File: src/hdl/memPkg.sv
`default_nettype none

package memPkg;

    // bus widths shared by every block of the data-memory side
    localparam int addrWidth = 32;
    localparam int dataWidth = 32;
    localparam int nickWidth = 4; // reorder tag from the issuer
    localparam int lenWidth  = 2;

    // access-length codes, code 3 behaves like a word
    localparam logic [lenWidth-1:0] lenByte = 2'd0;
    localparam logic [lenWidth-1:0] lenHalf = 2'd1;
    localparam logic [lenWidth-1:0] lenWord = 2'd2;

    // value of the ls field
    localparam logic accessLoad  = 1'b0;
    localparam logic accessStore = 1'b1;

    // cleared load assembly and the data that a store completes with
    localparam logic [dataWidth-1:0] zeroData = '0;

endpackage

`default_nettype wire

File: src/hdl/loadStoreQueue.sv
`timescale 1ns/100ps
`default_nettype none

module loadStoreQueue #(
    parameter int queueDepth = 8
) (
    input  logic                          clk,
    input  logic                          rst,
    input  logic                          rdy,
    input  logic                          reqValid,
    input  logic                          reqLs,
    input  logic [memPkg::addrWidth-1:0]  reqAddr,
    input  logic [memPkg::dataWidth-1:0]  reqData,
    input  logic [memPkg::lenWidth-1:0]   reqLen,
    input  logic [memPkg::nickWidth-1:0]  reqNick,
    input  logic                          accept,
    output logic                          headValid,
    output logic                          headLs,
    output logic [memPkg::addrWidth-1:0]  headAddr,
    output logic [memPkg::dataWidth-1:0]  headData,
    output logic [memPkg::lenWidth-1:0]   headLen,
    output logic [memPkg::nickWidth-1:0]  headNick,
    output logic                          creditReturn
);

    localparam int ptrBits = (queueDepth > 1) ? $clog2(queueDepth) : 1;
    localparam int cntBits = $clog2(queueDepth + 1);

    logic                         lsMem   [queueDepth];
    logic [memPkg::addrWidth-1:0] addrMem [queueDepth];
    logic [memPkg::dataWidth-1:0] dataMem [queueDepth];
    logic [memPkg::lenWidth-1:0]  lenMem  [queueDepth];
    logic [memPkg::nickWidth-1:0] nickMem [queueDepth];

    logic [ptrBits-1:0] rdPtr;
    logic [ptrBits-1:0] wrPtr;
    logic [cntBits-1:0] count;
    logic               enq;
    logic               deq;

    function automatic logic [ptrBits-1:0] nextPtr(input logic [ptrBits-1:0] ptr);
        if (ptr == ptrBits'(queueDepth - 1)) begin
            return '0;
        end
        return ptr + 1'b1;
    endfunction

    // the credit rule keeps the issuer from writing into a full queue
    assign enq = rdy & reqValid;
    assign deq = rdy & accept & headValid;

    assign headValid    = (count != '0);
    assign creditReturn = deq; // one credit back per entry that leaves

    assign headLs   = lsMem[rdPtr];
    assign headAddr = addrMem[rdPtr];
    assign headData = dataMem[rdPtr];
    assign headLen  = lenMem[rdPtr];
    assign headNick = nickMem[rdPtr];

    always_ff @(posedge clk) begin
        if (enq) begin
            lsMem[wrPtr]   <= reqLs;
            addrMem[wrPtr] <= reqAddr;
            dataMem[wrPtr] <= reqData;
            lenMem[wrPtr]  <= reqLen;
            nickMem[wrPtr] <= reqNick;
        end
    end

    always_ff @(posedge clk) begin
        if (rst) begin
            rdPtr <= '0;
            wrPtr <= '0;
            count <= '0;
        end else begin
            if (enq) begin
                wrPtr <= nextPtr(wrPtr);
            end
            if (deq) begin
                rdPtr <= nextPtr(rdPtr);
            end
            case ({enq, deq})
                2'b10:   count <= count + 1'b1;
                2'b01:   count <= count - 1'b1;
                default: count <= count; // both or neither leave the level alone
            endcase
        end
    end

endmodule

`default_nettype wire

File: config.mk
export PLATFORM = sky130hd
export DESIGN_NAME = loadStoreQueue
export DESIGN_NICKNAME = d
export VERILOG_FILES = /design/src/hdl/memPkg.sv /design/src/hdl/loadStoreQueue.sv
export SDC_FILE = /design/constraint.sdc
export NUM_CORES = 1
export LEC_CHECK = 0
export ABC_AREA = 1
export BUFFER_PORTS_ARGS = -buffer_cell sky130_fd_sc_hd__buf_2
export CAP_MARGIN = 20
export CORE_ASPECT_RATIO = 1.75
export CORE_MARGIN = 2
export CORE_UTILIZATION = 50
export DETAILED_ROUTE_END_ITERATION = 7
export PLACE_DENSITY = 0.66
export SKIP_CTS_REPAIR_TIMING = 1
export SLEW_MARGIN = 5
export SYNTH_ARGS = -nofsm -noshare
export SYNTH_HDL_FRONTEND = slang
export SYNTH_SLANG_ARGS = --single-unit
File: constraint.sdc
create_clock -name clk -period 9.29 [get_ports clk]
set_input_delay 0 -clock clk [delete_from_list [all_inputs] [get_ports clk]]
set_output_delay 0 -clock clk [all_outputs]
set_load 0.05 [all_outputs]
=== Word level (Yosys, flattened, before mapping) ===
Memory sizes are Yosys's and may differ from the RTL's. A register that Yosys moved wholly into a read port is not among the register bits.
Cells that the tools add are included.

* Register bits: 10
* Bits in latches: 0
* Bits in writable memories: 568
* Bits in read-only memories: 0
* Input bits: 76
* Output and inout port bits: 73
* Logic and storage cells: 44
* Memories kept: 5

{| class="wikitable"
|+ Memory list
! name !! depth !! bits a word !! read ports !! clocked after Yosys merged registers in !! wr ports !! line !! RTL
|-
| addrMem || 8 || 32 || 1 || 1 || 1 || loadStoreQueue.sv:30 || <nowiki>logic [memPkg::addrWidth-1:0] addrMem [queueDepth];</nowiki>
|-
| dataMem || 8 || 32 || 1 || 1 || 1 || loadStoreQueue.sv:31 || <nowiki>logic [memPkg::dataWidth-1:0] dataMem [queueDepth];</nowiki>
|-
| nickMem || 8 || 4 || 1 || 1 || 1 || loadStoreQueue.sv:33 || <nowiki>logic [memPkg::nickWidth-1:0] nickMem [queueDepth];</nowiki>
|-
| lenMem || 8 || 2 || 1 || 1 || 1 || loadStoreQueue.sv:32 || <nowiki>logic [memPkg::lenWidth-1:0] lenMem [queueDepth];</nowiki>
|-
| lsMem || 8 || 1 || 1 || 1 || 1 || loadStoreQueue.sv:29 || <nowiki>logic lsMem [queueDepth];</nowiki>
|}

* $add $sub $neg: 4
* Multiply operators: 0
* Divide/modulo/power cells: 0
* Magnitude comparators: 0
* Equal/unequal tests: 4
* Shift-type cells: 0
* Mux-type cells: 23
* Bitwise operators: 3
* Reduce and logical (&&, ||, !) cells: 2

{| class="wikitable"
|+ Operators with widths
! kind !! count
|-
| $mux W3 || 14
|-
| $mux W1 || 8
|-
| $pmux W4 S2 || 1
|-
| $add A3 B1 Y3 const B || 2
|-
| $eq A3 B3 Y1 const B || 2
|-
| $add A4 B1 Y4 const B || 1
|-
| $reduce_bool A4 Y1 || 1
|-
| $sub A4 B1 Y4 const B || 1
|-
| $and A1 B1 Y1 || 3
|-
| $eq A2 B1 Y1 const B || 1
|-
| $eq A2 B2 Y1 const B || 1
|-
| $reduce_bool A2 Y1 || 1
|}

=== Depth between registers and ports, before layout ===
* Depth in word-level cells: 7
* Depth in mapped cells: 14
* Gate-level depth less buffers: 14

=== Worst setup path after synthesis ===
OpenSTA, ideal clock, no wires.

* Path type: register to register
* From: reg wrPtr[0]
* To: mem addrMem[1][0] in the netlist's numbering (enable)
* Library setup time: 0.500 ns
* Data arrival time: 3.560 ns
* Data required time: 8.790 ns
* Setup slack: 5.230 ns
* Cell stages (with the launch flop): 5
* Buffers on the path: 0
* Clock period less this slack: 4.060 ns
* Cells stage by stage: dfxtp_1 inv_1 nor2_1 inv_1 nor2_1

{| class="wikitable"
|+ RTL lines
! what !! line !! RTL
|-
| from (decl) || loadStoreQueue.sv:36 || <nowiki>logic [ptrBits-1:0] wrPtr;</nowiki>
|-
| from (signal assigned) || loadStoreQueue.sv:78 || <nowiki>wrPtr <= nextPtr(wrPtr);</nowiki>
|-
| to (decl) || loadStoreQueue.sv:30 ||
|}

Straight into the memory's write port.

==> impl_metrics.tcl <==
set metrics [dict create \
    antenna_found_initial 4 \
    fin_skew_ns 0.0116 \
    num-fill-cells 3514 \
    start_kind "flop" \
    crit_fanout 191 \
    cts_tree "done" \
    use_met3 0.0282 \
    nNetsFinal 1963 \
    dr.pass1.iters 5 \
    wl_mm 49.6 \
    setup_viol 0 \
    whs_ns -0.0162 \
    p_leak_uw 0.00904 \
    synth_top_family_by_area "simple AND/OR/NAND/NOR gates" \
    vias_per_cell 5.55 \
    grt_usage 0.207 \
    synth-compound-area-share 0.0853 \
    synthMuxAreaShare 0.0312 \
    die_w_um 165 \
    min_path_type "input pin to flop" \
    drive_gt1_frac 0.129 \
    crit_arrival_ns 3.78 \
    yosys.area_share.simple 0.0891 \
    status "finished, violations left" \
    synth_fa_ha_area_frac 0.00384 \
    die-area_um2 47400 \
    min_period_ns 3.78 \
    ys_warn_count 0 \
    fp-row-count 103 \
    dpl.hpwl_mm 24.8 \
    vdd_ir_drop_max_uv 173 \
    antenna_left 0 \
    synth_cell_type_count 24 \
    fmax_mhz 265 \
    path_clk_slew_ns 0.06 \
    first_iter_violations 1228 \
    syn_nets 1772 \
    regToRegSetupSlack_ns 6.48 \
    met1_usage 0.267 \
    ys_seq_elements 581 \
    clockBufferDepth 3 \
    vias 13900 \
    worstSetupPathType "flop to primary output" \
    grt.met2_usage 0.359 \
    busiest_layer "met2" \
    syn_area_per_cell_um2 13.5 \
    pwr_density_cell_nw_per_um2 225 \
    drcViolationCount 0 \
    wire_per_inst_um 19.9 \
    gp_congestion 0.748 \
    grt-ovfl-total 0 \
    fin_tns_setup_ns 0 \
    cts_inserted_buffers 50 \
    worstPathRequired_ns 9.29 \
    core-area_um2 45100 \
    postLayoutCoreUtil 0.582 \
    start_util 0.505 \
    synth_xor_xnor_area_share 0.000769 \
    cts_root_buf "clkbuf_16" \
    drv_slew 0 \
    cts_sinks 581 \
    endpoint_kind "primary output" \
    relSlewSlack 0.247 \
    portBuffers 148 \
    cap_violations 0 \
    clock_latency_ns 0.57 \
    synthCells 1689 \
    io_pins 149 \
    tightest_slew_ns 1.13 \
    synth.yosys.seq_area_share 0.760 \
    grt_pass1_vias 13300 \
    violations "hold timing" \
    rsz0062_at_grt "false" \
    grt_pass1_wl_mm 74.7 \
    grt_max_degree 192 \
    die_h_um 286 \
    timing.final.hold_violations 4 \
    power_uw 5900 \
    finalCritPeriodShare 0.407 \
    syn_area_um2 22800 \
    h-tree-depth 2 \
    syn2layout_area_growth_pct 15.3 \
]
-- sequential cells by signal, indices dropped and copies added, names as in the netlist, named ones only --
register  cells
dataMem     256
nickMem      32
lsMem         8
addrMem     256
lenMem       16
rdPtr         3
count         4
wrPtr         3
-- routing by layer --
layer / wire [um] / up-vias / share of wire
met1: 20200 / 6880 / 0.41
met2: 25600 / 395 / 0.52
met4: 1310 / 0 / 0.026
met5: 0 / - / 0
met3: 2550 / 88 / 0.051
li1: - / 6510 / -
-- synth_stat cells, drive strengths merged --
| library cell | n | area share |
|---|---|---|
| a21oi | 6 | 0.0013 |
| a22oi | 1 | 0.00033 |
| buf | 57 | 0.019 |
| clkbuf | 44 | 0.0075 |
| dfxtp | 13 | 0.011 |
| edfxtp | 568 | 0.75 |
| ha | 7 | 0.0038 |
| inv | 19 | 0.0031 |
| mux2i | 71 | 0.031 |
| nand2 | 225 | 0.037 |
| nand3 | 5 | 0.0011 |
| nand4 | 1 | 0.00027 |
| nor2 | 306 | 0.050 |
| nor3 | 1 | 0.00022 |
| o21ai | 292 | 0.064 |
| o22ai | 71 | 0.019 |
| xnor2 | 2 | 0.00077 |
-- cell families (layout without fill, tap and decap cells) --
group / after synthesis / in the layout
buffers and inverters: 120 / 350
DFF: 581 / 581
adders and majority gates: 7 / 7
xor gates and xnor gates: 2 / 2
muxes: 71 / 71
other: 0 / 4
and+or+nand+nor: 538 / 538
AOI/OAI and AO/OA: 370 / 370
-- power breakdown --
part	switching, uW	leakage, uW	internal [uW]
Combinational	651	0.00301	223
Sequential	34.2	0.00524	2920
Clock	895	0.000791	1180
Total	1580	0.00904	4320
-- stage by stage --
stage               hold WS [ns]  cell area, um^2  instances  setup WS, ns
floorplan                 0.0724            22800       1689          5.23
finish                   -0.0162            26300       2500          5.51
global route              0.0224            26300       2500          5.19
detailed placement         0.248            23900       2330          6.14
global placement           0.247            23900       2330          6.14
CTS                       -0.351            25500       2421          5.49
-- critical path, cell delays in order, from the launching register on --
cell and delay (ns):
dfxtp_4 0.70, buf_4 0.60, buf_12 0.63, nor2_1 0.11, nor2_1 0.14, o21ai_0 0.13, o21ai_1 0.12, nand2_1 0.06
nand2_1 0.13, buf_2 0.27
-- final timing paths --
check	startpoint	endpoint	cells past startpoint
max	flop	headAddr[24]	9
min	rdy	wrPtr[1]	4
max reg2reg	wrPtr[0]	addrMem[5][20]	5
min reg2reg	count[1]	count[1]	2
-- cells in the final DEF (no fill, tap or decap), drive strengths merged --
master and instances:
a22oi 1, xnor2 2, nand3 5, nor3 1
dlygate4sd3 75, nand2 225, a21oi 6, nand4 1
edfxtp 568, clkinv 18, diode 4, dfxtp 13
clkinvlp 3, o21ai 292, o22ai 71, bufinv 5
inv 20, ha 7, clkbuf 64, nor2 306
buf 165, mux2i 71
-- area by class of cell --
cell class                 instances  area (um^2)  share of cell area
clock inverter                    27          269              0.0102
multi-input combinational        988         4850               0.185
timing repair buffer             240         1640              0.0626
sequential                       581        17300               0.660
clock buffer                      64         1370              0.0521
antenna                            4         10.0            0.000381
tap                              577          722              0.0275
inverter                          19         76.3             0.00291
Note: power is estimated with default switching activity, not from simulation.
