<file path="src/hdl/memPkg.sv">
`default_nettype none

package memPkg;

    // bus widths shared by every block of the data-memory side
    localparam int addrWidth = 32;
    localparam int dataWidth = 32;
    localparam int nickWidth = 4; // reorder tag from the issuer
    localparam int lenWidth  = 2;

    // access-length codes, code 3 behaves like a word
    localparam logic [lenWidth-1:0] lenByte = 2'd0;
    localparam logic [lenWidth-1:0] lenHalf = 2'd1;
    localparam logic [lenWidth-1:0] lenWord = 2'd2;

    // value of the ls field
    localparam logic accessLoad  = 1'b0;
    localparam logic accessStore = 1'b1;

    // cleared load assembly and the data that a store completes with
    localparam logic [dataWidth-1:0] zeroData = '0;

endpackage

`default_nettype wire

</file>
<file path="src/hdl/dataPort.sv">
`timescale 1ns/100ps
`default_nettype none

module dataPort (
    input  logic                          clk,
    input  logic                          rst,
    input  logic                          rdy,
    input  logic                          headValid,
    input  logic                          headLs,
    input  logic [memPkg::addrWidth-1:0]  headAddr,
    input  logic [memPkg::dataWidth-1:0]  headData,
    input  logic [memPkg::lenWidth-1:0]   headLen,
    input  logic [memPkg::nickWidth-1:0]  headNick,
    input  logic                          busy,
    input  logic                          mcDone,
    input  logic [memPkg::dataWidth-1:0]  mcData,
    output logic                          accept,
    output logic                          mcStart,
    output logic                          mcLs,
    output logic [memPkg::addrWidth-1:0]  mcAddr,
    output logic [memPkg::dataWidth-1:0]  mcWdata,
    output logic [memPkg::lenWidth-1:0]   mcLen,
    output logic                          done,
    output logic [memPkg::dataWidth-1:0]  rdata,
    output logic [memPkg::nickWidth-1:0]  doneNick
);

    logic                         occupied;
    logic                         pending; // taken from the queue but not yet started
    logic [memPkg::nickWidth-1:0] nick;

    // the slot takes the head entry whenever it is empty
    assign accept  = rdy & ~occupied & headValid;
    assign mcStart = rdy & pending & ~busy;

    // the request fields double as the slot and stay put until mcDone
    always_ff @(posedge clk) begin
        if (accept) begin
            mcLs    <= headLs;
            mcAddr  <= headAddr;
            mcWdata <= headData;
            mcLen   <= headLen;
            nick    <= headNick;
        end
    end

    always_ff @(posedge clk) begin
        if (rst) begin
            occupied <= 1'b0;
            pending  <= 1'b0;
            done     <= 1'b0;
        end else if (rdy) begin
            if (accept) begin
                occupied <= 1'b1;
                pending  <= 1'b1;
            end else if (mcStart) begin
                pending <= 1'b0;
            end

            if (mcDone) begin
                occupied <= 1'b0; // slot frees together with the completion
                done     <= 1'b1;
            end else begin
                done <= 1'b0;
            end
        end
    end

    always_ff @(posedge clk) begin
        if (rdy && mcDone) begin
            rdata    <= mcData;
            doneNick <= nick;
        end
    end

endmodule

`default_nettype wire

</file>
<file path="config.mk">
export PLATFORM = sky130hd
export DESIGN_NAME = dataPort
export DESIGN_NICKNAME = d
export VERILOG_FILES = /design/src/hdl/memPkg.sv /design/src/hdl/dataPort.sv
export SDC_FILE = /design/constraint.sdc
export NUM_CORES = 1
export LEC_CHECK = 0
export BUFFER_PORTS_ARGS = -buffer_cell sky130_fd_sc_hd__buf_4
export CAP_MARGIN = 10
export CORE_UTILIZATION = 45
export DETAILED_ROUTE_END_ITERATION = 8
export HOLD_SLACK_MARGIN = 0.02
export PLACE_DENSITY = 0.86
export SYNTH_ARGS = -nofsm -noshare
export SYNTH_HDL_FRONTEND = slang
export SYNTH_SLANG_ARGS = --single-unit
</file>
<file path="constraint.sdc">
create_clock -name clk -period 5.85 [get_ports clk]
set_clock_uncertainty 0.05 [all_clocks]
set_input_delay 0.2925 -clock clk [delete_from_list [all_inputs] [get_ports clk]]
set_output_delay 0.2925 -clock clk [all_outputs]
set_load 0.02 [all_outputs]
</file>
# Yosys cells after proc, flatten, opt, wreduce, memory -nomap -nowiden
# Cells that the tools add are included.
[totals]
ff_bits = 110
wordCells = 26
output_inout_bits = 106
input_bits = 109
[op_classes]
bitwise_logic = 6
mux = 5
n_reduce_logical = 5
[ops]
columns = ["cell", "count"]
rows = [
  ["1-bit 2-to-1 mux", 5],
  ["1-bit bitwise AND", 4],
  ["2-bit AND reduction", 2],
  ["2-bit nonzero test", 2],
  ["1-bit inverter", 2],
  ["1-bit logical AND", 1],
]

# Logic depth before layout (Yosys ltp)
# Gate-level depths: netlist (run 1).
[depth]
depth_word = 5
mapped_depth = 2

# Worst setup path after synthesis (run 1)
# OpenSTA, ideal clock, no wires.
[synth_timing]
kind = "input -> register"
start = "input headValid"
end = "register mcAddr[0] (netlist name) (enable)"
stages = 2
t_arrival_ns = 3.573
slack_ns = 1.715
path_cell_list = "nand2_1 nor2_1"
[synth_via]
elab_chain_cells = 1
[synth_rtl]
columns = ["element", "line_no", "rtl"]
rows = [
  ["start: declaration", "dataPort.sv:8", "input logic headValid,"],
  ["1-bit bitwise AND", "dataPort.sv:33", "assign accept = rdy & ~occupied & headValid;"],
  ["via accept", "dataPort.sv:17", "output logic accept,"],
  ["end signal: assignment", "dataPort.sv:40", "mcAddr <= headAddr;"],
  ["end: declaration", "dataPort.sv:20", "output logic [memPkg::addrWidth-1:0] mcAddr,"],
]
# The timed path passes the listed nets, and every way through them passes these cells.
# A chain may end at the register's enable or synchronous reset.

# Final worst setup path (run 1)
[layout_timing]
start = "register occupied"
end = "output accept"
[layout_via]
elab_chain_cells = 3
[layout_rtl]
columns = ["element", "line_no", "rtl"]
rows = [
  ["start: declaration", "dataPort.sv:28", "logic occupied;"],
  ["start signal: assignment", "dataPort.sv:49", "occupied <= 1'b0;"],
  ["start signal: assignment", "dataPort.sv:54", "occupied <= 1'b1;"],
  ["start signal: assignment", "dataPort.sv:61", "occupied <= 1'b0;"],
  ["1-bit inverter", "dataPort.sv:33", ""],
  ["1-bit bitwise AND (2 in a row)", "dataPort.sv:33", ""],
  ["end: declaration", "dataPort.sv:17", ""],
]
# No other way between the ends.

==> impl_metrics.yaml, run 1 <==
setup_path:
  cpMostUsedCell: "buf_4"
  critPathMaxFanout: 72
  regToRegEndpoint: "nick[1]"
  cp_slowest_cell: "buf_4"
  startpoint_type: "flop"
  critPathArrivalTime_ns: 1.78
  endpoint_kind: "output pin"
  path_cells: "nor2_4, buf_4, buf_4"
  rr_worst_depth: 2
  cpPeakStageDelay_ns: 0.68
  regToRegSetupSlack_ns: 4.25
  cp.required_ns: 5.51
  critPathKind: "flop to output pin"
  crit_start: "occupied"
  crit_end: "accept"
  rr_startpoint: "occupied"
global_route:
  met3_usage_pct: 8.396
  grt_pass1_vias: 1991
  grt_max_degree: 73
  grtUsageMet2_pct: 32.24
  use_met1_pct: 17.23
  grt_pass1_wl_um: 9880
  grt_overflow: 0
  grt_use_total_pct: 18.09
  grt_antenna_before_repair: 0
  grt-busiest-layer: "met2"
clock_tree:
  insertion_delay_ns: 0.34
  htree_levels: 3
  root_buffer: "clkbuf_8"
  post_cts_resize_count: 0
  cts_hold_buf: 0
  cts_sinks: 110
  path_clk_slew_ns: 0.10
  cts_tree: "done"
  cts_buffers: 9
  post-cts-setup-buffer-count: 0
  clockBufferDepth: 2
routing:
  drc: 0
  ant_nets: 0
  wl_per_cell_um: 16.57
  drtIter0Drc: 94
  vias: 2040
  first_pass_iters: 4
  avgViaCountPerCell: 4.523
  drt_wl_total_um: 7471
synth:
  ys_types: 12
  synthCells: 121
  synth_warnings: 0
  synthTopCellsByArea: "edfxtp_1, dfxtp_1, o32ai_2, mux2i_1, nor3_2"
  synth_seq_cells: 110
  syn_nets: 230
  yosys.area.top_type: "edfxtp_1"
  syn_area_sq_mm: 0.003356
  seq_area_frac_synth_pct: 97.54
  synth_top_area_share_pct: 95.75
  avgSynthCellArea_sq_um: 27.73
power:
  finalPower_w: 0.001498
  ir_drop_uv: 159.3
  powerDensity_mw_per_mm2: 283.9
  leakage_nw: 2.177
layout:
  diodes: 0
  layout_common_cells: "buf_4, edfxtp_1, clkbuf_8"
  final_common_cell: "buf_4"
  fin_nets: 456
  syn_to_final_growth_pct: 57.23
  drive_gt1_share_pct: 66.48
sta:
  hold_viol: 0
  setup_viol: 0
  setup_tns_ns: 0
  rsz0062_at_grt: "no"
  hold_ws_ns: 0.06266
  drv_slew: 0
  fin_crit_sh_pct: 36.24
  max_slew_margin_pct: 41.11
  max_clock_freq_mhz: 471.7
  finalCriticalPeriod_ns: 2.120
  tightest_slew_ns: 0.8833
floorplanning:
  core_region_area_sq_mm: 0.007214
  die_y_um: 88.36
  die_area_sq_mm: 0.007807
  io_pins: 215
  num_rows: 31
  dieWidth_um: 88.36
  start_util_pct: 46.51
status:
  outcome: "complete, no violations"
place:
  numPortBuffers: 214
  gp_congestion: 0.7327
  dp_hpwl_um: 5685
flow_run:
  maxCapViolations: 0
hold_path:
  holdPathStages: 1
  hp-class: "primary input to flop"
## kinds of logic (layout without fill, tap and decap cells)
group	Yosys count	count (layout)	share of synthesized area, %
AO/OA/AOI/OAI	2	2	0.6338
multiplexers	1	1	0.2983
buffers and inverters	0	231	0
AND/OR/NAND/NOR	8	8	1.529
flip-flops	110	110	97.54
## area by class of cell
class                      instances  area [sq um]
tap                               99         123.9
clock inverter                     5         43.79
clock buffer                      11         131.4
multi-input combinational         11         90.09
timing repair buffer             215          1614
sequential                       110          3273
fill                             452          1938
## registers in the layout, indices dropped and copies added, names as in the netlist
signal    cells
mcLen         2
doneNick      4
done          1
rdata        32
occupied      1
nick          4
mcAddr       32
mcWdata      32
mcLs          1
pending       1
## worst max-delay path, delay by kind of cell, from the launching register on
kind                   cells  cell delay, ns
buffers and inverters      2            0.95
flip-flops                 1            0.36
AND/OR/NAND/NOR            1            0.10
## synthesized netlist by cell type
library cell    n
nor3_2          1
dfxtp_1         3
nor2_1          2
nand2_1         1
nand2b_1        1
o32ai_2         1
edfxtp_1      107
and2_1          1
a21oi_1         1
mux2i_1         1
and2_4          1
and2b_2         1
## power breakdown
group	switching (W)	internal (W)
Combinational	0.0000878	0.0000902
Sequential	0.0000112	0.000910
Clock	0.000239	0.000160
Total	0.000338	0.00116
## stage by stage
stage / worst slack, ns / cell area (sq um) / utilization [%] / instances
2_1_floorplan: 1.715 / 3356 / - / 121
3_3_place_gp: 3.966 / 5101 / 70.71 / 435
3_5_place_dp: 3.922 / 5101 / 70.71 / 435
4_1_cts: 3.705 / 5276 / 73.14 / 451
5_1_grt: 3.611 / 5276 / 73.14 / 451
6_report: 3.730 / 5276 / 73.14 / 451
## how the worst min path moves through the flow
stage,from,to,slack [ns]
after floorplan,rst,occupied,0.31
after global placement,nick[1],doneNick[1],0.36
after detailed placement,nick[3],doneNick[3],0.36
after CTS,headAddr[6],mcAddr[6],0.04
after global routing,mcData[21],rdata[21],0.03
final,headData[29],mcWdata[29],0.06
## layer usage
| layer | wire length [um] | up-vias |
|---|---|---|
| met5 | 0 | - |
| met4 | 240 | 0 |
| li1 | - | 934 |
| met3 | 936 | 18 |
| met1 | 2445 | 942 |
| met2 | 3849 | 146 |
No activity file was read; power rests on OpenSTA's default activity.
==> run 2, diff against run 1 <==
Settings changed: CORE_UTILIZATION 45 to 42, PLACE_DENSITY 0.86 to 0.81.
Clock period 5.85 ns to 2.2 ns, I/O delays scaled along.
==> run 2 against run 1 <==
Net effect: the flow now stops in clock tree synthesis (4_1_cts); synthesized cell count stayed put; synthesized area stayed put.
==> impl_metrics.yaml, run 2 <==
floorplanning:
  io_pins: 215
  num_rows: 32
  die_y_um: 91.39
  dieWidth_um: 91.39
  start_util_pct: 43.43
place:
  dp_hpwl_um: 5451
  numPortBuffers: 214
  gp_congestion: 0.7988
synth:
  synth_edf_count: 107
  synth-main-ff-cell: "edfxtp_1"
  synth_top_area_share_pct: 95.75
  seq_area_frac_synth_pct: 97.54
  ys_types: 12
  synthCells: 121
  yosysMostFrequentCell: "edfxtp_1"
  syn_area_sq_mm: 0.003356
  avgSynthCellArea_sq_um: 27.73
  synthTopCellsByCount: "edfxtp_1, dfxtp_1, nor2_1"
  postSynth.asyncResetShare_pct: 0
  yosys.area.top_type: "edfxtp_1"
  synth_warnings: 0
  synthTopCellsByArea: "edfxtp_1, dfxtp_1, o32ai_2, mux2i_1, nor3_2"
  syn_nets: 230
  synth_seq_cells: 110
clock_tree:
  cts_sinks: 110
  post-cts-setup-buffer-count: 0
  cts_hold_buf: 101
  root_buffer: "clkbuf_8"
  htree_levels: 3
  clockBufferDepth: 2
  cts_buffers: 9
  post_cts_resize_count: 0
status:
  outcome: "aborted with a tool error"
  failing_step: "clock tree synthesis (4_1_cts)"
  stop_error: "[ERROR RSZ-0060] Max buffer count reached."
==> run 2: cell counts after synthesis <==
Identical to the previous run, type by type.
==> run 2: cells by family after synthesis <==
logic type	share of synthesized area, %
flip-flops	97.54
AND/OR/NAND/NOR	1.529
AO/OA/AOI/OAI	0.6338
multiplexers	0.2983
==> run 2: through the flow <==
step / utilization, % / hold WS [ns] / area, sq um / worst slack [ns] / cells
2_1_floorplan: - / 0.1297 / 3363 / 0.2416 / 121
3_3_place_gp: 66.16 / 0.2380 / 5112 / 0.8325 / 439
3_5_place_dp: 66.16 / 0.2393 / 5112 / 0.7946 / 439
==> run 3, diff against run 2 <==
Settings changed: CORE_UTILIZATION 42 to 40, HOLD_SLACK_MARGIN 0.02 to unset, PLACE_DENSITY 0.81 to unset, PLACE_DENSITY_LB_ADDON set to 0.15.
==> run 3 against run 2 <==
Net effect: synthesized cell count unchanged; the flow again stops in clock tree synthesis (4_1_cts); synthesized area unchanged.
==> impl_metrics.yaml, run 3 <==
synth:
  synthTopCellsByCount: "edfxtp_1, dfxtp_1, nor2_1"
  syn_area_sq_mm: 0.003356
  synth-main-ff-cell: "edfxtp_1"
  synth_warnings: 0
  synth_top_area_share_pct: 95.75
  yosys.area.top_type: "edfxtp_1"
  ys_types: 12
  synth_seq_cells: 110
  yosysMostFrequentCell: "edfxtp_1"
  seq_area_frac_synth_pct: 97.54
  avgSynthCellArea_sq_um: 27.73
  synthCells: 121
  synthTopCellsByArea: "edfxtp_1, dfxtp_1, o32ai_2, mux2i_1, nor3_2"
  postSynth.asyncResetShare_pct: 0
  synth_edf_count: 107
  syn_nets: 230
clock_tree:
  cts_hold_buf: 101
  htree_levels: 3
  cts_buffers: 9
  cts_sinks: 110
  clockBufferDepth: 2
  root_buffer: "clkbuf_8"
  post_cts_resize_count: 0
  post-cts-setup-buffer-count: 0
floorplanning:
  start_util_pct: 41.05
  io_pins: 215
  dieWidth_um: 93.60
  num_rows: 33
  die_y_um: 93.60
place:
  numPortBuffers: 214
  gp_congestion: 0.7403
  dp_hpwl_um: 5252
  placed_area_sq_mm: 0.005121
status:
  outcome: "aborted with a tool error"
  stop_error: "[ERROR RSZ-0060] Max buffer count reached."
  failing_step: "clock tree synthesis (4_1_cts)"
run 3: cell counts after synthesis:
No cell type changed its count.
run 3: through the flow:
stage | instances | utilization, % | worst slack [ns] | hold slack [ns]
global placement | 441 | 62.64 | 0.9783 | 0.2383
floorplan | 121 | - | 0.2416 | 0.1297
detailed placement | 441 | 62.64 | 0.9691 | 0.2392
run 3: cells by family after synthesis:
kind of cell / synth area share [%]
and+or+nand+nor: 1.529
DFF: 97.54
AOI/OAI and AO/OA: 0.6338
muxes: 0.2983
