===== src/hdl/memPkg.sv =====
`default_nettype none

package memPkg;

    // bus widths shared by every block of the data-memory side
    localparam int addrWidth = 32;
    localparam int dataWidth = 32;
    localparam int nickWidth = 4; // reorder tag from the issuer
    localparam int lenWidth  = 2;

    // access-length codes, code 3 behaves like a word
    localparam logic [lenWidth-1:0] lenByte = 2'd0;
    localparam logic [lenWidth-1:0] lenHalf = 2'd1;
    localparam logic [lenWidth-1:0] lenWord = 2'd2;

    // value of the ls field
    localparam logic accessLoad  = 1'b0;
    localparam logic accessStore = 1'b1;

    // cleared load assembly and the data that a store completes with
    localparam logic [dataWidth-1:0] zeroData = '0;

endpackage

`default_nettype wire


===== src/hdl/memCtrl.sv =====
`timescale 1ns/100ps
`default_nettype none

module memCtrl #(
    parameter int ramAddrBits = 10
) (
    input  logic                          clk,
    input  logic                          rst,
    input  logic                          rdy,
    input  logic                          mcStart,
    input  logic                          mcLs,
    input  logic [memPkg::addrWidth-1:0]  mcAddr,
    input  logic [memPkg::dataWidth-1:0]  mcWdata,
    input  logic [memPkg::lenWidth-1:0]   mcLen,
    input  logic [7:0]                    ramRdata,
    output logic                          busy,
    output logic                          mcDone,
    output logic [memPkg::dataWidth-1:0]  mcData,
    output logic                          ramEn,
    output logic                          ramWe,
    output logic [ramAddrBits-1:0]        ramAddr,
    output logic [7:0]                    ramWdata
);

    logic                         isStore;
    logic [ramAddrBits-1:0]       baseAddr;
    logic [memPkg::dataWidth-1:0] wdata;
    logic [1:0]                   lastIdx;  // number of bytes minus one
    logic [2:0]                   byteIdx;  // next byte to issue, 4 means all issued
    logic                         rdValid;
    logic [1:0]                   rdLane;
    logic [memPkg::dataWidth-1:0] loadData;
    logic                         storeDone;
    logic                         loadDone;

    assign ramEn    = rdy & busy & (byteIdx <= {1'b0, lastIdx});
    assign ramWe    = isStore;
    assign ramAddr  = baseAddr + ramAddrBits'(byteIdx[1:0]);
    assign ramWdata = wdata[8*byteIdx[1:0] +: 8]; // least significant byte goes first

    // a store ends as its last byte is written, a load when its last byte returns
    assign storeDone = ramEn & isStore & (byteIdx[1:0] == lastIdx);
    assign loadDone  = rdy & rdValid & (rdLane == lastIdx);
    assign mcDone    = storeDone | loadDone;

    always_comb begin
        if (isStore) begin
            mcData = memPkg::zeroData;
        end else begin
            mcData = loadData | (memPkg::dataWidth'(ramRdata) << (8 * rdLane));
        end
    end

    always_ff @(posedge clk) begin
        if (mcStart) begin
            isStore  <= (mcLs == memPkg::accessStore);
            baseAddr <= mcAddr[ramAddrBits-1:0]; // upper address bits are ignored
            wdata    <= mcWdata;
            case (mcLen)
                memPkg::lenByte: lastIdx <= 2'd0;
                memPkg::lenHalf: lastIdx <= 2'd1;
                default:         lastIdx <= 2'd3;
            endcase
        end
    end

    always_ff @(posedge clk) begin
        if (rst) begin
            busy    <= 1'b0;
            byteIdx <= '0;
            rdValid <= 1'b0;
            rdLane  <= '0;
        end else if (rdy) begin
            if (mcStart) begin
                busy    <= 1'b1;
                byteIdx <= '0;
            end else if (mcDone) begin
                busy <= 1'b0;
            end else if (ramEn) begin
                byteIdx <= byteIdx + 1'b1;
            end

            rdValid <= ramEn & ~ramWe;
            if (ramEn) begin
                rdLane <= byteIdx[1:0];
            end
        end
    end

    // returning bytes land in their own lane, lanes above the length stay zero
    always_ff @(posedge clk) begin
        if (rdy && mcStart) begin
            loadData <= memPkg::zeroData;
        end else if (rdy && rdValid) begin
            loadData[8*rdLane +: 8] <= ramRdata;
        end
    end

endmodule

`default_nettype wire


===== config.mk =====
export PLATFORM = sky130hd
export DESIGN_NAME = memCtrl
export DESIGN_NICKNAME = d
export VERILOG_FILES = /design/src/hdl/memPkg.sv /design/src/hdl/memCtrl.sv
export SDC_FILE = /design/constraint.sdc
export NUM_CORES = 1
export LEC_CHECK = 0
export BUFFER_PORTS_ARGS = -buffer_cell sky130_fd_sc_hd__buf_4
export CORE_MARGIN = 2
export CORE_UTILIZATION = 40
export CTS_CLUSTER_DIAMETER = 120
export CTS_CLUSTER_SIZE = 30
export DETAILED_ROUTE_END_ITERATION = 7
export GPL_TIMING_DRIVEN = 0
export PLACE_DENSITY = 0.66
export SLEW_MARGIN = 25
export SYNTH_ARGS = -nofsm -noshare
export SYNTH_HDL_FRONTEND = slang
export SYNTH_SLANG_ARGS = --single-unit
export TNS_END_PERCENT = 10

===== constraint.sdc =====
create_clock -name clk -period 4.45 [get_ports clk]
set_input_delay 0.2225 -clock clk [delete_from_list [all_inputs] [get_ports clk]]
set_output_delay 0.2225 -clock clk [all_outputs]
set_load 0.02 [all_outputs]

== Word level (Yosys, flattened, before mapping) ==
Cells that the tools add are included.

* Register bits: 84
* Input port bits: 79
* Output and inout port bits: 54
* Logic and storage cells: 47

* $add $sub $neg: 3
* Magnitude comparators: 1
* Eq/ne operators: 4
* Shift-type cells: 4
* Multiplexer cells: 8
* Bitwise logic cells: 10
* Reductions and logical operators: 8

{| class="wikitable"
|+ Operators with widths
! kind !! count
|-
| negator 5 -> 34 bit || 1
|-
| variable shift 8 x 34 -> 32 bit, first input constant || 1
|-
| indexed part select 8 x 34 -> 32 bit || 1
|-
| bitwise mux 32 bit || 1
|-
| two-way mux 32 bit || 1
|-
| bitwise OR 32 bit || 1
|-
| indexed part select 32 x 6 -> 8 bit || 1
|-
| << shifter 8 x 5 -> 32 bit || 1
|-
| adder 10 x 2 -> 10 bit || 1
|-
| two-way mux 3 bit || 3
|-
| AND 1 bit || 7
|-
| equality test 2 bit || 2
|-
| one-hot mux 2 bit (2 select lines) || 1
|-
| AND reduction 2 bit || 2
|-
| nonzero test 2 bit || 2
|-
| adder 3 x 1 -> 3 bit, second input constant || 1
|-
| <= comparator 3 x 2 -> 1 bit || 1
|-
| AND reduction 3 bit || 1
|-
| equality test 2 x 1 -> 1 bit, second input constant || 1
|-
| logical AND 1 bit || 2
|-
| zero test 2 bit || 1
|-
| two-way mux 1 bit || 2
|-
| inequality test 2 bit, second input constant || 1
|-
| inverter 1 bit || 1
|-
| bitwise OR 1 bit || 1
|}

== Logic depth before layout (Yosys ltp) ==
Gate-level depths: netlist of the first run.

* Word-level depth: 7
* Mapped depth: 8
* Gate-level depth less buffers: 7

== Worst setup path before layout of the first run ==
OpenSTA, ideal clock, no wires.

* Kind: register to output
* Start: reg byteIdx[1]
* End: out ramAddr[8]
* Arrival: 2056 ps
* Data required time: 4228 ps
* Path slack: 2171 ps
* Cell stages (with the launch flop): 8
* Path buffers: 1
* Cells stage by stage: dfxtp_1 -> clkbuf_1 -> inv_1 -> fa_1 -> nor2_1 -> and3_1 -> nand3_1 -> xnor2_1

* Word-level cells in the longest chain between the ends: 1

{| class="wikitable"
|+ Ends and longest elaborated chain
! what !! line !! RTL
|-
| start, declared || memCtrl.sv:29 || <nowiki>logic [2:0] byteIdx;</nowiki>
|-
| start signal, assigned || memCtrl.sv:80 || <nowiki>byteIdx <= byteIdx + 1'b1;</nowiki>
|-
| adder 10 x 2 -> 10 bit || memCtrl.sv:38 || <nowiki>assign ramAddr = baseAddr + ramAddrBits'(byteIdx[1:0]);</nowiki>
|-
| end, declared || memCtrl.sv:21 || <nowiki>output logic [ramAddrBits-1:0] ramAddr,</nowiki>
|}

Every way passes these cells.

== Final worst setup path of the first run ==
Ends and elaborated chain as after synthesis.

==> flow_metrics.tcl, run 1 <==
set metrics [dict create \
    route.vias.total 2821 \
    path_buf_inv 3 \
    critical_path.startpoint_type "flop" \
    max-slew-margin-rel_pct 58.7 \
    global_route_usage_over_all_layers_pct 17.3 \
    final_cell_area_um2 4830 \
    worst_r2r_path_depth 7 \
    drt-pass1-iter-count 4 \
    grt_pass1_wl_mm 13.6 \
    critPathArrivalTime_ps 2660 \
    hold_removal_path_class "in -> reg" \
    cts.repair_timing.setup_buffer_count 0 \
    slowest_stage_cell_cp "clkbuf_1" \
    synth_adder_area_share_pct 3.86 \
    rr_startpoint "byteIdx[0]" \
    path_class "reg -> out" \
    die_area_um2 10200 \
    gr-total-overflow 0 \
    synth.distinct_cells 40 \
    buffer_ports.inserted 101 \
    worstMarginPinSlew_ps 613 \
    antenna_cells 0 \
    synth.avg_cell_area_um2 11.4 \
    setup.worst_path.end_class "primary output" \
    cts.sinks 84 \
    pre_cts_slack_ps 1890 \
    ys_warn_count 0 \
    drt-initial-drc-count 125 \
    synthXorXnorAreaFrac_pct 2.33 \
    synth-simple-area-share_pct 15.3 \
    synth_seq_cells 84 \
    status "completed" \
    drv_cap 0 \
    die_height_um 101 \
    core_area_um2 9200 \
    finish_stage_setup_viols 0 \
    crit_cells 8 \
    drt-total-wl_mm 8.52 \
    final_period_minus_worst_setup_slack_ps 2890 \
    layout-drive-gt1-share_pct 31.2 \
    most-common-layout-cells "buf_4 (102), nor2_1 (73), edfxtp_1 (45)" \
    worst_r2r_endpoint "rdLane[0]" \
    globalplace.congestion 0.760 \
    final_net_count 531 \
    clk_pin_slew_ps 90 \
    initial_utilization_pct 40.9 \
    remaining_drc_errors 0 \
    worst_skew_pair.late_latency_ps 340 \
    timing.final.crit_share_pct 64.8 \
    worst_ep_required_time_ps 4230 \
    max_freq_mhz 347 \
    grt_antenna_before_repair 0 \
    cts_hold_repair.buffers 0 \
    path_delay_family "buffers and inverters" \
    final_common_cell "buf_4" \
    clock_tree.root_cell "clkbuf_8" \
    leakage_nw 1.95 \
    main_combinational_cell_family_by_area_after_synthesis "simple AND/OR/NAND/NOR gates" \
    synth_cells 329 \
    number_of_clock_buffers_inserted_by_tritoncts 9 \
    final_core_util_pct 52.5 \
    muxShareOfSynthArea_pct 5.33 \
    chipWidth_um 101 \
    dp.cells 541 \
    rsz_0062_raised_after_global_routing "no" \
    number_of_global_route_vias_before_repair 2727 \
    dominantRegCellSynth "edfxtp_1" \
    worst_slack_ps 1560 \
    slew_viol_final 0 \
    holdWs_ps 43.2 \
    power.density_nw_per_um2 318 \
    placementRows 35 \
    post_synth_design_cell_area_um2 3760 \
    timing.hold.worst.start "mcWdata[16]" \
    async_reset_ff_share_pct 0 \
    number_of_fillers_in_the_final_layout 832 \
    power.total_mw 1.54 \
    share_of_the_yosys_chip_area_belonging_to_registers_pct 56.7 \
    final_setup_tns_ps 0 \
    synth_enable_flop_cells 45 \
    hold_depth 1 \
    post-dp-hpwl_mm 6.31 \
    post_layout_nonfiller_instances 557 \
    detail_route.vias_per_cell 5.06 \
    cp-startpoint "byteIdx[1]" \
    cp_cell_sequence "clkbuf_1, inv_1, fa_1, nor2_1, and3_1, nand3_1, xnor2_1, buf_4" \
    ir_worst_vdd_uv 184 \
    max-clock-path-buffers 2 \
    synth-compound-area-share_pct 12.5 \
    hold_viol_final 0 \
    routed_wire_length_per_instance_um 15.3 \
    timing.critical_path.fanout_max 10 \
    tritoncts "yes" \
    cts_repair_resize_count 0 \
    h-tree-depth 3 \
    timing.clock.skew_ps 10.9 \
    synth.net_count 419 \
    layout-area-overhead-vs-synth_pct 28.5 \
    antenna_left 0 \
    boundaryPins 133 \
    critPathMaxStageDelay_ps 480 \
    min_delay_worst_endpoint "wdata[16]" \
    grt_start_max_net_pins 51 \
    regToRegSetupSlack_ps 2130 \
    dpl_cell_area_um2 4650 \
]
==> routing by layer <==
metal,track usage (%),share of wire (%),vias to the layer above
met5,0,0,-
met4,5.82,1.0,0
met3,4.65,5.3,7
met2,28.6,51,68
met1,22.0,43,1343
li1,-,-,1403
==> cell families after synthesis <==
family | after synthesis
AO/OA/AOI/OAI | 75
XOR/XNOR | 10
adder cells (fa/ha/maj) | 11
buffers and inverters | 34
flip-flops | 84
multiplexers | 10
AND/OR/NAND/NOR | 105
==> area by class of cell <==
| class | count | area, um^2 | share of cell area, % |
|---|---|---|---|
| Sequential cell | 84 | 2130 | 44.2 |
| Multi-Input combinational cell | 211 | 1480 | 30.6 |
| Timing Repair Buffer | 101 | 758 | 15.7 |
| Tap cell | 111 | 139 | 2.88 |
| Clock buffer | 9 | 124 | 2.57 |
| Buffer | 22 | 104 | 2.15 |
| Clock inverter | 7 | 48.8 | 1.01 |
| Inverter | 12 | 45.0 | 0.933 |
==> registers in the layout (all words and copies together) (netlist names) <==
| signal | flops |
|---|---|
| rdValid | 1 |
| wdata | 32 |
| lastIdx | 2 |
| ramWe | 1 |
| busy | 1 |
| byteIdx | 3 |
| baseAddr | 10 |
| loadData | 32 |
| rdLane | 2 |
==> report_power, final <==
part	switching [mW]	internal, mW	total, mW
clock	0.281	0.204	0.486
sequential	0.0143	0.856	0.870
combinational	0.0970	0.0831	0.180
total	0.393	1.14	1.54
==> synthesized netlist by cell type, drive strengths merged, types with 2 or more instances <==
library cell  count  area (um^2)
a21oi            38          190
mux4              8          180
clkbuf           11         41.3
ha               10          125
nand2             7         68.8
nor2b             3         18.8
nor4b             3         71.3
nand2b            2         12.5
and3              3         18.8
a22oi            32          240
or3b              2         17.5
edfxtp           45         1350
mux2i             2         20.0
and2              3         21.3
dfxtp            39          781
nor2             73          274
xor2              5         43.8
nand3             3         15.0
buf              11         62.6
xnor2             5         43.8
inv              12         45.0
==> worst max-delay path by stage <==
stage | end | slack (ps)
after floorplan | ramAddr[8] | 2170
after global placement | ramAddr[8] | 1920
after detailed placement | ramAddr[8] | 1890
after CTS | ramAddr[8] | 1490
after global routing | ramAddr[8] | 1320
final | ramAddr[8] | 1560
Note: power is estimated with default switching activity, not from simulation.
==> run 2, diff against run 1 <==
==> constraint.sdc (replaced) <==
create_clock -name clk -period 2.7 [get_ports clk]
set_input_delay 0.135 -clock clk [delete_from_list [all_inputs] [get_ports clk]]
set_output_delay 0.135 -clock clk [all_outputs]
set_load 0.02 [all_outputs]
==> run 2 against run 1 <==
  * Combinational power grew 94%
  * Via count grew 6.6%
  * Count of clock-buffer cells in the layout is the same
  * Sequential share of layout area shrank 3.6 points
  * Clock skew grew 1.7 ps
  * Setup slack lost 1300 ps
  * Routed wire length grew 7.5%
  * Critical path depth is the same
  * Die area is the same
  * Core utilization grew 4.7 points
  * Cell count grew 7.7%
  * Sequential power grew 64%
==> flow_metrics.tcl, run 2 (synthesized netlist as in run 1, its figures left out) <==
set metrics [dict create \
    die_area_um2 10200 \
    drt-initial-drc-count 145 \
    finish_stage_setup_viols 0 \
    clock_tree.root_cell "clkbuf_8" \
    grt_antenna_before_repair 0 \
    most-common-layout-cells "buf_4 (102), nor2_1 (73), edfxtp_1 (45)" \
    buffer_ports.inserted 101 \
    post_layout_nonfiller_instances 600 \
    hold_removal_path_class "in -> reg" \
    antenna_cells 0 \
    h-tree-depth 3 \
    remaining_drc_errors 0 \
    final_setup_tns_ps 0 \
    core_area_um2 9200 \
    chipWidth_um 101 \
    grt_pass1_wl_mm 14.6 \
    dp.cells 541 \
    final_period_minus_worst_setup_slack_ps 2480 \
    holdWs_ps 42.4 \
    grt_start_max_net_pins 51 \
    leakage_nw 2.13 \
    globalplace.congestion 0.760 \
    power.density_nw_per_um2 493 \
    min_delay_worst_endpoint "lastIdx[0]" \
    layout-area-overhead-vs-synth_pct 40.0 \
    gr-total-overflow 0 \
    worst_r2r_endpoint "byteIdx[0]" \
    antenna_left 0 \
    clk_pin_slew_ps 90 \
    final_net_count 574 \
    detail_route.vias_per_cell 5.01 \
    cts.repair_timing.setup_buffer_count 0 \
    global_route_usage_over_all_layers_pct 18.5 \
    path_class "reg -> out" \
    critPathArrivalTime_ps 2340 \
    worstMarginPinSlew_ps 603 \
    number_of_global_route_vias_before_repair 2976 \
    cts.sinks 84 \
    regToRegSetupSlack_ps 380 \
    worst_ep_required_time_ps 2570 \
    layout-drive-gt1-share_pct 28.6 \
    hold_depth 2 \
    largest_registers "loadData x32, wdata x32, baseAddr x10" \
    rsz_0062_raised_after_global_routing "no" \
    slew_viol_final 0 \
    timing.hold.worst.start "mcLen[0]" \
    routed_wire_length_per_instance_um 15.3 \
    boundaryPins 133 \
    number_of_clock_buffers_inserted_by_tritoncts 9 \
    final_common_cell "buf_4" \
    die_height_um 101 \
    drt-pass1-iter-count 6 \
    critical_path.startpoint_type "flop" \
    drt-total-wl_mm 9.16 \
    setup.worst_path.end_class "primary output" \
    placementRows 35 \
    ir_worst_vdd_uv 316 \
    hold_viol_final 0 \
    timing.final.crit_share_pct 91.8 \
    timing.clock.skew_ps 12.6 \
    timing.critical_path.fanout_max 10 \
    max_freq_mhz 404 \
    initial_utilization_pct 40.9 \
    max-slew-margin-rel_pct 59.7 \
    worst_skew_pair.late_latency_ps 350 \
    max-clock-path-buffers 2 \
    drv_cap 0 \
    status "completed" \
    rr_startpoint "byteIdx[0]" \
    route.vias.total 3008 \
    worst_r2r_path_depth 8 \
    tritoncts "yes" \
    post-dp-hpwl_mm 6.31 \
]
-- run 2: cell types whose count changed in the layout (fill, tap and decap cells not counted), sizes merged --
| cell | previous run | this run |
|---|---|---|
| dlygate4sd3 | 0 | 43 |
-- run 2: power by group --
part	total [mW]	switching, mW	internal [mW]
registers	1.43	0.0239	1.41
logic	0.350	0.173	0.178
clock network	0.807	0.470	0.337
total	2.59	0.667	1.92
-- run 2: through the flow --
step	total power [mW]	worst slack, ps	instance area [um^2]	util (%)
floorplan	1.61	509	3760	-
global placement	1.76	254	4650	50.6
detailed placement	1.77	231	4650	50.6
CTS	2.61	10.1	5260	57.2
global route	2.70	25.1	5260	57.2
finish	2.59	222	5260	57.2
-- run 2: how the worst max path moves through the flow --
stage | startpoint | endpoint | slack [ps] | cells after the start
3_5_place_dp | byteIdx[1] | ramAddr[8] | 230 | 8
4_1_cts | byteIdx[0] | ramEn | 10 | 7
3_3_place_gp | byteIdx[1] | ramAddr[8] | 250 | 8
6_report | byteIdx[1] | ramAddr[8] | 220 | 8
5_1_grt | byteIdx[0] | ramEn | 30 | 7
2_1_floorplan | byteIdx[1] | ramAddr[8] | 510 | 7
-- run 2: critical path, cell delays in order (launching register included) --
cell      delay, ps
dfxtp_1         410
clkbuf_4        260
inv_1           100
fa_1            430
nor2_1          170
and3_1          220
nand3_1         100
xnor2_1         140
buf_4           160
-- run 2: routing by layer --
| metal | GRT usage, % | routed length, um |
|---|---|---|
| met4 | 5.82 | 78 |
| met3 | 3.74 | 352 |
| met2 | 32.3 | 4800 |
| met5 | 0 | 0 |
| met1 | 23.0 | 3930 |
-- run 2: area by class of cell --
class	instances	area, um^2
Fill cell	795	3940
Sequential cell	84	2130
Multi-Input combinational cell	211	1480
Timing Repair Buffer	144	1190
Tap cell	111	139
Clock buffer	9	124
Buffer	22	108
Clock inverter	7	48.8
Inverter	12	45.0
-- run 2: timing repair --
item,in CTS,in global routing
setup endpoints to repair,2,2
resized for setup,1,3
hold buffers,43,0
endpoints found under the hold margin,43,0
